===== config.mk =====
export PLATFORM = sky130hd
export DESIGN_NAME = controller_standby_i3c
export DESIGN_NICKNAME = d
export VERILOG_FILES = /design/src/verilog/i3c_target_pkg.sv /design/src/verilog/bus_monitor.sv /design/src/verilog/bus_timers.sv /design/src/verilog/controller_standby_i3c.sv /design/src/verilog/flow_standby_i3c.sv /design/src/verilog/i3c_target_fsm.sv
export SDC_FILE = /design/constraint.sdc
export NUM_CORES = 1
export LEC_CHECK = 0
export BUFFER_PORTS_ARGS = -buffer_cell sky130_fd_sc_hd__buf_2
export CAP_MARGIN = 20
export CORE_MARGIN = 10
export CORE_UTILIZATION = 31
export DETAILED_ROUTE_END_ITERATION = 8
export HOLD_SLACK_MARGIN = 0.06
export SLEW_MARGIN = 20
export SYNTH_ARGS = -nofsm -noshare
export SYNTH_HDL_FRONTEND = slang
export SYNTH_SLANG_ARGS = --single-unit

===== constraint.sdc =====
create_clock -name clk_i -period 2.65 [get_ports clk_i]
set_input_delay 0.1325 -clock clk_i [delete_from_list [all_inputs] [get_ports clk_i]]
set_output_delay 0.1325 -clock clk_i [all_outputs]
set_load 0.01 [all_outputs]

===== src/verilog/i3c_target_pkg.sv =====
// Shared widths, address and timing config structs, bus events, target FSM states
package i3c_target_pkg;

  // Bytes per RX/TX queue word
  localparam int unsigned WordBytes = 4;
  localparam int unsigned ByteIdxW = $clog2(WordBytes);

  // Depth of the SCL/SDA synchronizer
  localparam int unsigned SyncStages = 2;

  // Sent on a read when the TX queue has nothing left
  localparam logic [7:0] TxIdleByte = 8'hff;

  typedef logic [7:0] byte_t;
  typedef logic [6:0] addr_t;
  typedef logic [31:0] word_t;
  typedef logic [19:0] timer_t;

  typedef struct packed {
    logic  static_valid;
    addr_t static_addr;
    logic  dynamic_valid;
    addr_t dynamic_addr;
  } addr_cfg_t;

  typedef struct packed {
    timer_t t_bus_free;
    timer_t t_bus_idle;
    timer_t t_bus_available;
  } bus_timing_t;

  // One-cycle pulses from the bus monitor
  typedef struct packed {
    logic start_det;
    logic stop_det;
    logic scl_rise;
    logic scl_fall;
  } bus_event_t;

  typedef enum logic [2:0] {
    IDLE,
    ADDR,
    ADDR_ACK,
    RX_DATA,
    RX_ACK,
    TX_DATA,
    TX_ACK,
    WAIT_STOP
  } target_state_e;

endpackage

===== src/verilog/bus_monitor.sv =====
// SCL/SDA synchronizer with START, STOP and SCL edge detection
`timescale 1ns/1ns

module bus_monitor
  import i3c_target_pkg::*;
(
  input  logic       clk_i,
  input  logic       rst_n_i,
  input  logic       enable_i,
  input  logic       scl_i,
  input  logic       sda_i,
  output logic       scl_o,
  output logic       sda_o,
  output bus_event_t events_o
);

  logic [SyncStages-1:0] scl_sync_q;
  logic [SyncStages-1:0] sda_sync_q;
  logic                  scl_prev_q;
  logic                  sda_prev_q;
  bus_event_t            events_d;

  assign scl_o = scl_sync_q[SyncStages-1];
  assign sda_o = sda_sync_q[SyncStages-1];

  // SDA edges only count as START/STOP while SCL stays high
  always_comb begin
    events_d.start_det = scl_prev_q && scl_o && sda_prev_q && !sda_o;
    events_d.stop_det  = scl_prev_q && scl_o && !sda_prev_q && sda_o;
    events_d.scl_rise  = !scl_prev_q && scl_o;
    events_d.scl_fall  = scl_prev_q && !scl_o;
  end

  always_ff @(posedge clk_i) begin
    if (!rst_n_i) begin
      scl_sync_q <= '1;
      sda_sync_q <= '1;
      scl_prev_q <= 1'b1;
      sda_prev_q <= 1'b1;
      events_o   <= '0;
    end else begin
      scl_sync_q <= {scl_sync_q[SyncStages-2:0], scl_i};
      sda_sync_q <= {sda_sync_q[SyncStages-2:0], sda_i};
      scl_prev_q <= scl_o;
      sda_prev_q <= sda_o;
      if (enable_i) begin
        events_o <= events_d;
      end else begin
        events_o <= '0;
      end
    end
  end

endmodule


===== src/verilog/bus_timers.sv =====
// Bus free, idle and available timers started by STOP
`timescale 1ns/1ns

module bus_timers
  import i3c_target_pkg::*;
(
  input  logic        clk_i,
  input  logic        rst_n_i,
  input  logic        enable_i,
  input  bus_event_t  events_i,
  input  bus_timing_t timing_i,
  output logic        bus_free_o,
  output logic        bus_idle_o,
  output logic        bus_available_o
);

  timer_t cnt_q;
  timer_t cnt_d;
  logic   run_q;
  logic   run_d;

  // Count restarts at 1 so an output rises t cycles after the STOP pulse
  always_comb begin
    cnt_d = cnt_q;
    run_d = run_q;
    if (events_i.stop_det) begin
      cnt_d = timer_t'(1);
      run_d = 1'b1;
    end else if (run_q && cnt_q != '1) begin
      cnt_d = cnt_q + timer_t'(1);
    end
  end

  always_ff @(posedge clk_i) begin
    if (!rst_n_i || !enable_i || events_i.start_det) begin
      cnt_q           <= '0;
      run_q           <= 1'b0;
      bus_free_o      <= 1'b0;
      bus_idle_o      <= 1'b0;
      bus_available_o <= 1'b0;
    end else begin
      cnt_q           <= cnt_d;
      run_q           <= run_d;
      bus_free_o      <= run_d && (cnt_d >= timing_i.t_bus_free);
      bus_idle_o      <= run_d && (cnt_d >= timing_i.t_bus_idle);
      bus_available_o <= run_d && (cnt_d >= timing_i.t_bus_available);
    end
  end

endmodule


===== src/verilog/controller_standby_i3c.sv =====
// Standby I3C target top level with bus monitor, bus timers, target FSM and queue flow
`timescale 1ns/1ns

module controller_standby_i3c
  import i3c_target_pkg::*;
(
  input  logic        clk_i,
  input  logic        rst_n_i,
  input  logic        i3c_standby_en_i,

  // Bus pins
  input  logic        ctrl_scl_i,
  input  logic        ctrl_sda_i,
  output logic        ctrl_scl_o,
  output logic        ctrl_sda_o,
  output logic        phy_sel_od_pp_o,

  // Configuration
  input  addr_cfg_t   addr_cfg_i,
  input  bus_timing_t timing_i,

  // RX data queue
  output logic        rx_queue_wvalid_o,
  input  logic        rx_queue_wready_i,
  output word_t       rx_queue_wdata_o,

  // TX data queue
  input  logic        tx_queue_rvalid_i,
  output logic        tx_queue_rready_o,
  input  word_t       tx_queue_rdata_i,

  // Bus state
  output logic        bus_free_o,
  output logic        bus_idle_o,
  output logic        bus_available_o
);

  bus_event_t bus_events;
  logic       bus_scl;
  logic       bus_sda;
  logic       rx_byte_valid;
  byte_t      rx_byte;
  logic       rx_byte_ready;
  logic       tx_byte_valid;
  byte_t      tx_byte;
  logic       tx_byte_ready;
  logic       transfer_start;
  logic       transfer_stop;

  // Open drain only, SCL never held low
  assign ctrl_scl_o      = 1'b1;
  assign phy_sel_od_pp_o = 1'b0;

  bus_monitor xbus_monitor (
    .clk_i   (clk_i),
    .rst_n_i (rst_n_i),
    .enable_i(i3c_standby_en_i),
    .scl_i   (ctrl_scl_i),
    .sda_i   (ctrl_sda_i),
    .scl_o   (bus_scl),
    .sda_o   (bus_sda),
    .events_o(bus_events)
  );

  bus_timers xbus_timers (
    .clk_i          (clk_i),
    .rst_n_i        (rst_n_i),
    .enable_i       (i3c_standby_en_i),
    .events_i       (bus_events),
    .timing_i       (timing_i),
    .bus_free_o     (bus_free_o),
    .bus_idle_o     (bus_idle_o),
    .bus_available_o(bus_available_o)
  );

  i3c_target_fsm xi3c_target_fsm (
    .clk_i           (clk_i),
    .rst_n_i         (rst_n_i),
    .enable_i        (i3c_standby_en_i),
    .events_i        (bus_events),
    .sda_i           (bus_sda),
    .addr_cfg_i      (addr_cfg_i),
    .rx_byte_ready_i (rx_byte_ready),
    .tx_byte_valid_i (tx_byte_valid),
    .tx_byte_i       (tx_byte),
    .sda_o           (ctrl_sda_o),
    .rx_byte_valid_o (rx_byte_valid),
    .rx_byte_o       (rx_byte),
    .tx_byte_ready_o (tx_byte_ready),
    .transfer_start_o(transfer_start),
    .transfer_stop_o (transfer_stop)
  );

  flow_standby_i3c xflow_standby_i3c (
    .clk_i            (clk_i),
    .rst_n_i          (rst_n_i),
    .transfer_start_i (transfer_start),
    .transfer_stop_i  (transfer_stop),
    .rx_byte_valid_i  (rx_byte_valid),
    .rx_byte_i        (rx_byte),
    .tx_byte_ready_i  (tx_byte_ready),
    .rx_queue_wready_i(rx_queue_wready_i),
    .tx_queue_rvalid_i(tx_queue_rvalid_i),
    .tx_queue_rdata_i (tx_queue_rdata_i),
    .rx_byte_ready_o  (rx_byte_ready),
    .tx_byte_valid_o  (tx_byte_valid),
    .tx_byte_o        (tx_byte),
    .rx_queue_wvalid_o(rx_queue_wvalid_o),
    .rx_queue_wdata_o (rx_queue_wdata_o),
    .tx_queue_rready_o(tx_queue_rready_o)
  );

endmodule


===== src/verilog/flow_standby_i3c.sv =====
// RX byte packer and TX word unpacker between the target FSM and the data queues
`timescale 1ns/1ns

module flow_standby_i3c
  import i3c_target_pkg::*;
(
  input  logic  clk_i,
  input  logic  rst_n_i,
  input  logic  transfer_start_i,
  input  logic  transfer_stop_i,
  input  logic  rx_byte_valid_i,
  input  byte_t rx_byte_i,
  input  logic  tx_byte_ready_i,
  input  logic  rx_queue_wready_i,
  input  logic  tx_queue_rvalid_i,
  input  word_t tx_queue_rdata_i,
  output logic  rx_byte_ready_o,
  output logic  tx_byte_valid_o,
  output byte_t tx_byte_o,
  output logic  rx_queue_wvalid_o,
  output word_t rx_queue_wdata_o,
  output logic  tx_queue_rready_o
);

  logic [ByteIdxW-1:0] rx_idx_q;
  logic [ByteIdxW-1:0] tx_idx_q;
  word_t               tx_word_q;
  logic                tx_have_q;
  logic                rx_take;
  logic                rx_last;
  logic                tx_take;
  logic                tx_last;
  logic                tx_pop;

  // RX side, one word in flight blocks further bytes
  assign rx_byte_ready_o = !rx_queue_wvalid_o;
  assign rx_take         = rx_byte_valid_i && rx_byte_ready_o;
  assign rx_last         = rx_idx_q == ByteIdxW'(WordBytes - 1);

  always_ff @(posedge clk_i) begin
    if (!rst_n_i) begin
      rx_idx_q          <= '0;
      rx_queue_wvalid_o <= 1'b0;
    end else if (rx_take) begin
      rx_idx_q          <= rx_last ? '0 : rx_idx_q + 1'b1;
      rx_queue_wvalid_o <= rx_last;
    end else if ((transfer_start_i || transfer_stop_i) && rx_idx_q != '0) begin
      // Flush a partial word
      rx_idx_q          <= '0;
      rx_queue_wvalid_o <= 1'b1;
    end else if (rx_queue_wvalid_o && rx_queue_wready_i) begin
      rx_queue_wvalid_o <= 1'b0;
    end
  end

  // First byte of a word clears the rest so a flush is zero filled
  always_ff @(posedge clk_i) begin
    if (rx_take) begin
      if (rx_idx_q == '0) begin
        rx_queue_wdata_o <= word_t'(rx_byte_i);
      end else begin
        rx_queue_wdata_o[{rx_idx_q, 3'b000} +: 8] <= rx_byte_i;
      end
    end
  end

  // TX side
  assign tx_byte_valid_o   = tx_have_q;
  assign tx_byte_o         = tx_word_q[{tx_idx_q, 3'b000} +: 8];
  assign tx_queue_rready_o = tx_byte_ready_i && !tx_have_q && !transfer_stop_i;
  assign tx_pop            = tx_queue_rvalid_i && tx_queue_rready_o;
  assign tx_take           = tx_have_q && tx_byte_ready_i;
  assign tx_last           = tx_idx_q == ByteIdxW'(WordBytes - 1);

  always_ff @(posedge clk_i) begin
    if (!rst_n_i) begin
      tx_have_q <= 1'b0;
      tx_idx_q  <= '0;
    end else if (transfer_stop_i) begin
      tx_have_q <= 1'b0;
    end else if (tx_pop) begin
      tx_have_q <= 1'b1;
      tx_idx_q  <= '0;
    end else if (tx_take) begin
      tx_have_q <= !tx_last;
      tx_idx_q  <= tx_idx_q + 1'b1;
    end
  end

  always_ff @(posedge clk_i) begin
    if (tx_pop) begin
      tx_word_q <= tx_queue_rdata_i;
    end
  end

endmodule


===== src/verilog/i3c_target_fsm.sv =====
// I3C SDR target FSM with address match, ACK/NACK, byte receive and transmit
`timescale 1ns/1ns

module i3c_target_fsm
  import i3c_target_pkg::*;
(
  input  logic       clk_i,
  input  logic       rst_n_i,
  input  logic       enable_i,
  input  bus_event_t events_i,
  input  logic       sda_i,
  input  addr_cfg_t  addr_cfg_i,
  input  logic       rx_byte_ready_i,
  input  logic       tx_byte_valid_i,
  input  byte_t      tx_byte_i,
  output logic       sda_o,
  output logic       rx_byte_valid_o,
  output byte_t      rx_byte_o,
  output logic       tx_byte_ready_o,
  output logic       transfer_start_o,
  output logic       transfer_stop_o
);

  target_state_e state_q;
  byte_t         shift_q;
  logic [3:0]    bit_cnt_q;
  logic          rw_q;
  logic          sda_q;
  logic          tx_req_q;
  logic          tx_loaded_q;
  addr_t         bus_addr;
  logic          addr_hit;
  logic          tx_take;
  byte_t         tx_next;

  // Address byte is 7 address bits then R/W in bit 0
  assign bus_addr = shift_q[7:1];
  assign addr_hit = (addr_cfg_i.static_valid && bus_addr == addr_cfg_i.static_addr) ||
                    (addr_cfg_i.dynamic_valid && bus_addr == addr_cfg_i.dynamic_addr);

  assign tx_take = tx_req_q && tx_byte_valid_i;

  // Byte to shift out at the start of a read byte
  always_comb begin
    if (tx_loaded_q) begin
      tx_next = shift_q;
    end else if (tx_take) begin
      tx_next = tx_byte_i;
    end else begin
      tx_next = TxIdleByte;
    end
  end

  assign sda_o            = sda_q;
  assign rx_byte_o        = shift_q;
  assign tx_byte_ready_o  = tx_req_q;
  assign transfer_start_o = enable_i && events_i.start_det;
  assign transfer_stop_o  = enable_i && events_i.stop_det && (state_q != IDLE);

  always_ff @(posedge clk_i) begin
    if (!rst_n_i) begin
      state_q         <= IDLE;
      bit_cnt_q       <= '0;
      rw_q            <= 1'b0;
      sda_q           <= 1'b1;
      tx_req_q        <= 1'b0;
      tx_loaded_q     <= 1'b0;
      rx_byte_valid_o <= 1'b0;
    end else begin
      if (rx_byte_valid_o && rx_byte_ready_i) begin
        rx_byte_valid_o <= 1'b0;
      end
      // Next read byte lands in the idle shift register during the ACK slot
      if (tx_take) begin
        shift_q     <= tx_byte_i;
        tx_loaded_q <= 1'b1;
        tx_req_q    <= 1'b0;
      end

      if (!enable_i || events_i.stop_det) begin
        state_q     <= IDLE;
        sda_q       <= 1'b1;
        tx_req_q    <= 1'b0;
        tx_loaded_q <= 1'b0;
      end else if (events_i.start_det) begin
        // START and repeated START both restart address capture
        state_q     <= ADDR;
        bit_cnt_q   <= '0;
        sda_q       <= 1'b1;
        tx_req_q    <= 1'b0;
        tx_loaded_q <= 1'b0;
      end else begin
        unique case (state_q)
          ADDR, RX_DATA: begin
            if (events_i.scl_rise) begin
              shift_q   <= {shift_q[6:0], sda_i};
              bit_cnt_q <= bit_cnt_q + 4'd1;
            end else if (events_i.scl_fall && bit_cnt_q == 4'd8) begin
              bit_cnt_q <= '0;
              if (state_q == ADDR) begin
                rw_q <= shift_q[0];
                if (addr_hit) begin
                  sda_q   <= 1'b0;
                  state_q <= ADDR_ACK;
                end else begin
                  state_q <= WAIT_STOP;
                end
              end else begin
                // No room downstream means NACK and the byte is lost
                state_q <= RX_ACK;
                if (rx_byte_ready_i) begin
                  sda_q           <= 1'b0;
                  rx_byte_valid_o <= 1'b1;
                end else begin
                  sda_q <= 1'b1;
                end
              end
            end
          end

          RX_ACK: begin
            if (events_i.scl_fall) begin
              bit_cnt_q <= '0;
              sda_q     <= 1'b1;
              state_q   <= sda_q ? WAIT_STOP : RX_DATA;
            end
          end

          ADDR_ACK, TX_ACK: begin
            if (events_i.scl_rise) begin
              if (state_q == TX_ACK && sda_i) begin
                // Controller NACK ends the read
                state_q <= WAIT_STOP;
              end else if (rw_q) begin
                tx_req_q <= 1'b1;
              end
            end else if (events_i.scl_fall) begin
              if (rw_q) begin
                shift_q     <= tx_next;
                sda_q       <= tx_next[7];
                bit_cnt_q   <= 4'd1;
                tx_req_q    <= 1'b0;
                tx_loaded_q <= 1'b0;
                state_q     <= TX_DATA;
              end else begin
                sda_q     <= 1'b1;
                bit_cnt_q <= '0;
                state_q   <= RX_DATA;
              end
            end
          end

          TX_DATA: begin
            if (events_i.scl_fall) begin
              if (bit_cnt_q == 4'd8) begin
                sda_q   <= 1'b1;
                state_q <= TX_ACK;
              end else begin
                sda_q     <= shift_q[6];
                shift_q   <= {shift_q[6:0], 1'b0};
                bit_cnt_q <= bit_cnt_q + 4'd1;
              end
            end
          end

          default: ;
        endcase
      end
    end
  end

endmodule


==> run_results.csv, run 1 <==
group,metric,value,unit
worst_setup_path,arrival,3.28,ns
route,met3_length,1110,microns
logic_synthesis,yosys.area.top_type_share,0.292,
clock_tree,cts_max_level,4,
placed_design,dp_hpwl,15100,microns
sta,fin_crit_sh,1.12,
sta,rsz0062_at_grt,"true",
run,maxCapViolCount,0,
worst_setup_path,startpoint_type,"flop",
clock_tree,clkTransAtPathRegs,0.06,ns
route,drtIter0Drc,412,
sta,fin_crit,2.97,ns
placed_design,place_area,9030,sq um
sta,drv_slew,0,
route,wl_met2,10000,microns
route,top_layer,"met4",
logic_synthesis,ys_types,65,
layout,fillers,2231,
logic_synthesis,synth_top_flop_cell,"edfxtp_1",
logic_synthesis,synth_nets,949,
run_status,violations,"setup timing",
global_route,grt_start_max_net_pins,33,
pwr,powerDensity,456,nW/um^2
layout,area.growth.synth_to_final,40.7,%
placed_design,port_buffers,152,
logic_synthesis,synth-edff-count,72,
worst_setup_path,crit_fanout,3,
layout,fin_util,0.444,
logic_synthesis,synth_fa_ha_area_frac,0.118,
worst_setup_path,endpoint_kind,"flop",
logic_synthesis,synth_top_family_by_area,"simple AND/OR/NAND/NOR gates",
layout,final_net_count,1209,
logic_synthesis,syn-cell-area,7400,sq um
clock_tree,clock_sinks,124,
global_route,grt_pass1_wl,33300,microns
logic_synthesis,synth.avg_cell_area,9.69,sq um
logic_synthesis,ys_async_sr_fraction,0,
route,firstDrtPassIters,5,
worst_setup_path,required,2.96,ns
sta,setup_viol_count_final,3,
run_status,status,"finished, violations left",
clock_tree,cts_buffers,17,
route,routed_wl,20800,microns
die,ios,155,
clock_tree,tritoncts,"built",
clock_tree,clock_tree.buffer_depth,2,
sta,hold_violations,0,
logic_synthesis,synth_cells,764,
logic_synthesis,ys_ff_latch,124,
logic_synthesis,muxShareOfSynthArea,0.0324,
route,viasPerCell,4.70,
logic_synthesis,yosysSeqAreaShare,0.433,
sta,max_freq,337,MHz
die,initial_utilization,0.315,
global_route,grt-ovfl-total,0,
clock_tree,clkLatencyLatePin,0.42,ns
pwr,peakVddDrop,0.344,mV
global_route,grt_pass1_vias,6631,
logic_synthesis,yosysWarnings,0,
die,die-width,175,microns
layout,drive_above_1_share,0.340,
logic_synthesis,yosys.area_share.simple,0.201,
sta,holdWs,0.0908,ns
global_route,grt.total_usage,0.134,
logic_synthesis,synth.largest_area_cell,"edfxtp_1",
logic_synthesis,synth_area_leaders,"edfxtp_1 (29%), dfxtp_1 (14%), ha_1 (12%)",
sta,slew_headroom,0.538,
layout,design_area,10400,sq um
sta,finalWorstSetupSlack,-0.321,ns
route,antenna_left,0,
route,vias,6376,
die,rows,56,
die,die-area,30500,sq um
die,die_h,175,microns
route,drc,0,
clock_tree,root_buffer,"clkbuf_16",
sta,finalClockSkew,0.0104,ns
sta,tightest_slew,0.687,ns
pwr,p_leak,4.53,nW
hold_path,hold_class,"in2reg",
pwr,p_total,4.75,mW
global_route,antenna_found_initial,1,
route,routedWlPerCell,15.3,microns
logic_synthesis,synth_xor_area_frac,0.0390,
worst_setup_path,critPathKind,"reg2reg",
placed_design,gp_congestion,0.842,
logic_synthesis,synth_compound_area_frac,0.120,
route,wl_met1,9330,microns
die,core,23500,sq um
-- path summary, 6_finish.rpt --
check,start,end,slack [ns],cells past startpoint
min,i3c_standby_en_i,xbus_monitor.events_o[1],0.09,3
min reg2reg,xbus_monitor.sda_sync_q[0],xbus_monitor.sda_sync_q[1],0.41,1
max,xbus_timers.cnt_q[0],xbus_timers.bus_available_o,-0.32,14
max reg2reg,xbus_timers.cnt_q[0],xbus_timers.bus_available_o,-0.32,14
-- area by class of cell --
class                      count  area [sq um]  area share
clock buffer                  17           425      0.0408
inverter                      68           255      0.0245
clock inverter                15           175      0.0168
antenna                        1          2.50    0.000240
tap                          319           399      0.0383
multi-input combinational    538          4170       0.400
sequential                   124          3210       0.308
timing repair buffer         275          1780       0.171
-- synth_stat cells, types with 3 or more instances --
| library cell | instances |
|---|---|
| o21a_1 | 3 |
| and2_1 | 14 |
| buf_2 | 14 |
| a31oi_1 | 3 |
| mux4_2 | 8 |
| nand4_1 | 20 |
| nand2b_1 | 37 |
| a21o_1 | 13 |
| nand2_1 | 35 |
| nor3b_1 | 10 |
| nor2b_1 | 8 |
| inv_1 | 68 |
| a211oi_1 | 3 |
| nand3_1 | 41 |
| or3_1 | 6 |
| dfxtp_1 | 52 |
| nor2_1 | 66 |
| nor3_1 | 10 |
| a211o_1 | 3 |
| mux2i_1 | 6 |
| xnor2_1 | 14 |
| nor3_2 | 3 |
| buf_4 | 3 |
| o31ai_1 | 4 |
| xor2_1 | 19 |
| clkbuf_1 | 16 |
| o21bai_1 | 3 |
| a21oi_1 | 65 |
| o22ai_1 | 3 |
| edfxtp_1 | 72 |
| o31a_1 | 3 |
| ha_1 | 70 |
| o21ai_0 | 26 |
-- power breakdown --
| part | internal [mW] | total, mW | switching [mW] |
|---|---|---|---|
| combinational | 0.173 | 0.313 | 0.140 |
| sequential | 2.04 | 2.07 | 0.0244 |
| clock | 1.35 | 2.37 | 1.02 |
-- kinds of logic after synthesis --
logic type / Yosys count
compound gates: 146
buf+inv: 102
flops: 124
mux: 14
other cells: 2
fa+ha+maj: 70
xor+xnor: 33
simple gates: 273
-- sequential cells by signal, indices dropped and copies added, names as in the netlist, 3 cells and up, named ones only --
name / flops
xbus_monitor.events_o: 4
xflow_standby_i3c.tx_word_q: 32
xi3c_target_fsm.rx_byte_o: 8
xbus_timers.cnt_q: 20
xi3c_target_fsm.bit_cnt_q: 4
xflow_standby_i3c.rx_queue_wdata_o: 32
xi3c_target_fsm.state_q: 3
-- critical path: stages, from the launching register on --
cell	delay [ns]
dfxtp_2	0.34
ha_4	0.16
nand3_4	0.06
nor4_4	0.04
buf_4	0.15
buf_6	0.11
or4_4	0.57
xor2_4	0.19
nor2_4	0.17
ha_1	0.27
nand4_1	0.14
nor3_2	0.07
a221oi_2	0.27
a21oi_2	0.09
o31a_1	0.23
-- cell usage in the layout, fill, tap and decap left out, types with 4 or more instances in the layout --
cell	instances
a21o_1	13
a21oi_1	57
a21oi_2	7
and2_1	14
buf_2	152
buf_4	86
clkbuf_16	17
dfxtp_1	47
dfxtp_2	5
dlygate4sd3_1	35
edfxtp_1	72
ha_1	61
ha_4	9
inv_1	68
inv_6	6
inv_8	4
mux2i_1	5
mux4_2	8
nand2_1	34
nand2b_1	37
nand3_1	37
nand4_1	20
nor2_1	58
nor2_2	7
nor2b_1	7
nor3_1	8
nor3_2	5
nor3b_1	10
o21ai_0	22
o21ai_2	4
o31ai_1	4
or3_1	5
xnor2_1	13
xor2_1	12
xor2_2	6
-- through the flow --
stage               std cells  worst slack (ns)  TNS [ns]
floorplan                 764            -0.130    -0.387
global placement         1279            -0.368     -1.08
detailed placement       1279            -0.441     -1.25
CTS                      1354            -0.281    -0.826
global route             1357            -0.443     -1.28
finish                   1357            -0.321    -0.894
-- metal layers --
metal  global-route usage  vias up
met5                    0        -
met4               0.0396        0
met3               0.0366       21
met2                0.223      172
met1                0.165     2952
li1                     -     3231
-- timing repair --
item / in CTS / in global routing
resized for setup: 38 / 25
setup endpoints to repair: 3 / 3
hold endpoints to repair: 35 / 0
setup buffers: 8 / 2
pin swaps: 26 / 27
hold buffers: 35 / 0
gates cloned: 0 / 0
No activity file was read; power rests on OpenSTA's default activity.
==> run 2: changes to the inputs <==
- SYNTH_HIERARCHICAL: default -> 1
==> run 2 against run 1 <==
- the run still ends with setup timing left
- core utilization is 0.23 points lower
- non-clock buffer count grew 13
- via count up 9.5%
- sequential share of layout area down 1.1 points
- hold slack got worse by 0.0014 ns
- global-route usage is 0.33 points higher
- clock power is 3% lower
- sequential power barely moved
- wire length increased by 7.8%
==> run_results.csv, run 2 <==
group,metric,value,unit
placed_design,gp_congestion,0.857,
hold_path,hold_class,"in2reg",
run,maxCapViolCount,0,
pwr,power_frac_clock,0.492,
clock_tree,clkLatencyLatePin,0.42,ns
run_status,status,"finished, violations left",
logic_synthesis,synth_top_family_by_area,"simple AND/OR/NAND/NOR gates",
pwr,p_int,3.54,mW
worst_setup_path,critPathKind,"reg2reg",
logic_synthesis,ys_types,80,
worst_setup_path,endpoint_kind,"flop",
logic_synthesis,ys_async_sr_fraction,0,
logic_synthesis,synth_top_cells_by_count,"edfxtp_1 (72), inv_1 (71), ha_1 (70), nor2_1 (67), a21oi_1 (65)",
die,core,24500,sq um
logic_synthesis,synth_cells,790,
sta,holdWs,0.0894,ns
route,antenna_left,0,
pwr,peakVddDrop,0.334,mV
pwr,switching_share,0.243,
worst_setup_path,critPathMostFrequentCell,"and4_4",
layout,final_net_count,1254,
sta,slew_headroom,0.531,
logic_synthesis,ys_ff_latch,124,
global_route,grt_pass1_vias,7117,
die,initial_utilization,0.317,
placed_design,port_buffers,152,
route,drtIter0Drc,446,
pwr,powerDensity,433,nW/um^2
die,ios,155,
pwr,p_sw,1.13,mW
worst_setup_path,crit_fanout,3,
clock_tree,clock_tree.buffer_depth,2,
sta,finalWorstSetupSlack,-0.244,ns
sta,finalClockSkew,0.00998,ns
route,firstDrtPassIters,5,
logic_synthesis,synth_fa_ha_area_frac,0.113,
layout,area.growth.synth_to_final,39.3,%
route,drc,0,
clock_tree,clock_sinks,124,
logic_synthesis,synth_area_leaders,"edfxtp_1 (28%), dfxtp_1 (13%), ha_1 (11%)",
route,viasPerCell,4.97,
logic_synthesis,synth-edff-count,72,
sta,rsz0062_at_grt,"true",
layout,multiInputGateArea,4440,sq um
clock_tree,root_buffer,"clkbuf_16",
worst_setup_path,crit_start,"xbus_timers/cnt_q[0]",
logic_synthesis,syn-cell-area,7750,sq um
global_route,grt_start_max_net_pins,27,
clock_tree,tritoncts,"built",
die,die_h,178,microns
global_route,grt-ovfl-total,0,
logic_synthesis,synth_nets,975,
logic_synthesis,synth.largest_area_cell,"edfxtp_1",
placed_design,dp_hpwl,16400,microns
route,routed_wl,22400,microns
pwr,p_leak,4.69,nW
sta,max_freq,346,MHz
sta,setup_viol_count_final,4,
logic_synthesis,synth.avg_cell_area,9.82,sq um
run_status,violations,"setup timing",
sta,fin_crit_sh,1.09,
route,vias,6983,
worst_setup_path,required,2.95,ns
layout,final_common_cell,"buf_2",
global_route,grt.total_usage,0.137,
worst_setup_path,slowest_stage,"a2111oi_2",
layout,stdcell_count,1406,
layout,mostFrequentLayoutCells,"buf_2 (152), buf_4 (93), edfxtp_1 (72), inv_1 (71), ha_1 (65)",
global_route,antenna_found_initial,0,
sta,fin_setup_tns,-0.560,ns
worst_setup_path,startpoint_type,"flop",
die,die-area,31700,sq um
sta,hold_violations,0,
pwr,seq_power_share,0.443,
layout,diodes,0,
logic_synthesis,yosysWarnings,6,
worst_setup_path,cpPeakStageDelay,0.38,ns
logic_synthesis,muxShareOfSynthArea,0.0428,
logic_synthesis,yosysSeqAreaShare,0.413,
layout,fillers,2312,
clock_tree,cts_max_level,4,
hold_path,hp-start,"tx_queue_rvalid_i",
global_route,grt_pass1_wl,35500,microns
clock_tree,cts_buffers,17,
sta,tightest_slew,0.703,ns
layout,register_area,3210,sq um
sta,fin_crit,2.89,ns
layout,reg_top3,"xflow_standby_i3c/rx_queue_wdata_o (32), xflow_standby_i3c/tx_word_q (32), xbus_timers/cnt_q (20)",
placed_design,dpl.cell_count,1311,
clock_tree,clkTransAtPathRegs,0.06,ns
logic_synthesis,yosysMostFrequentCell,"edfxtp_1",
route,routedWlPerCell,15.9,microns
logic_synthesis,yosys.area.top_type_share,0.279,
logic_synthesis,synth_xor_area_frac,0.0328,
worst_setup_path,arrival,3.19,ns
die,die-width,178,microns
logic_synthesis,synth_top_flop_cell,"edfxtp_1",
worst_setup_path,rr_startpoint,"xbus_timers/cnt_q[0]",
sta,drv_slew,0,
logic_synthesis,synth_compound_area_frac,0.136,
logic_synthesis,yosys.area_share.simple,0.207,
die,rows,57,
layout,drive_above_1_share,0.344,
pwr,p_comb_frac,0.065,
worst_setup_path,path_cells,"ha_4 > and4_4 > and4_4 > a21oi_2 > xnor2_2 > nor2_2 > ha_1 > a211o_1 > a31oi_1 > o211ai_1 > a2111oi_2 > o21ai_1",
-- run 2: layout make-up --
class                           count  area share
Multi-Input combinational cell    567       0.411
Sequential cell                   124       0.297
Timing Repair Buffer              288       0.176
Clock buffer                       17      0.0394
Tap cell                          324      0.0375
Inverter                           71      0.0247
Clock inverter                     15      0.0141
-- run 2: through the flow --
stage	utilization	setup WS [ns]	cell area, sq um	total power [mW]
5_1_grt	0.441	-0.288	10800	4.84
3_5_place_dp	0.381	-0.446	9330	2.36
3_3_place_gp	0.381	-0.413	9330	2.35
2_1_floorplan	-	0.00298	7770	2.22
4_1_cts	0.436	-0.182	10700	4.72
6_report	0.441	-0.244	10800	4.67
-- run 2: path summary, 6_finish.rpt --
kind	endpoint	slack [ns]	cells past startpoint
max	xbus_timers/bus_idle_o	-0.24	12
min	xflow_standby_i3c/tx_byte_valid_o	0.09	3
max reg2reg	xbus_timers/bus_idle_o	-0.24	12
min reg2reg	xbus_monitor/sda_sync_q[1]	0.40	1
-- run 2: critical path: cells and delay by family (launching register included) --
| family | cells | cell delay (ns) |
|---|---|---|
| AOI/OAI and AO/OA | 6 | 1.21 |
| xor gates and xnor gates | 1 | 0.14 |
| adders and majority gates | 2 | 0.42 |
| DFF | 1 | 0.35 |
| and+or+nand+nor | 3 | 0.65 |
-- run 2: cells by family (layout without fill, tap and decap cells) --
family / count (synthesis) / in the layout
other cells: 2 / 2
simple gates: 280 / 280
mux: 23 / 23
buf+inv: 99 / 391
compound gates: 163 / 163
xor+xnor: 29 / 29
fa+ha+maj: 70 / 70
flops: 124 / 124
-- run 2: routing by layer --
layer,global-route usage,wire (microns)
met5,0,0
met2,0.235,11300
met3,0.0237,964
met4,0.0424,303
met1,0.171,9830
-- run 2: repair_timing --
| action | CTS | global route |
|---|---|---|
| hold buffers | 36 | 0 |
| endpoints found under the setup margin | 3 | 4 |
| hold endpoints to repair | 36 | 0 |
| pin swaps | 36 | 12 |
| resized for setup | 48 | 19 |
| cloned | 0 | 0 |
| setup buffers | 25 | 3 |
-- run 2: power groups by stage --
stage | Sequential (mW) | Combinational (mW) | Clock, mW
after floorplan | 2.10 | 0.122 | 0
after global placement | 2.11 | 0.239 | 0
after detailed placement | 2.11 | 0.244 | 0
after CTS | 2.07 | 0.302 | 2.34
after global routing | 2.07 | 0.340 | 2.43
final | 2.07 | 0.304 | 2.30
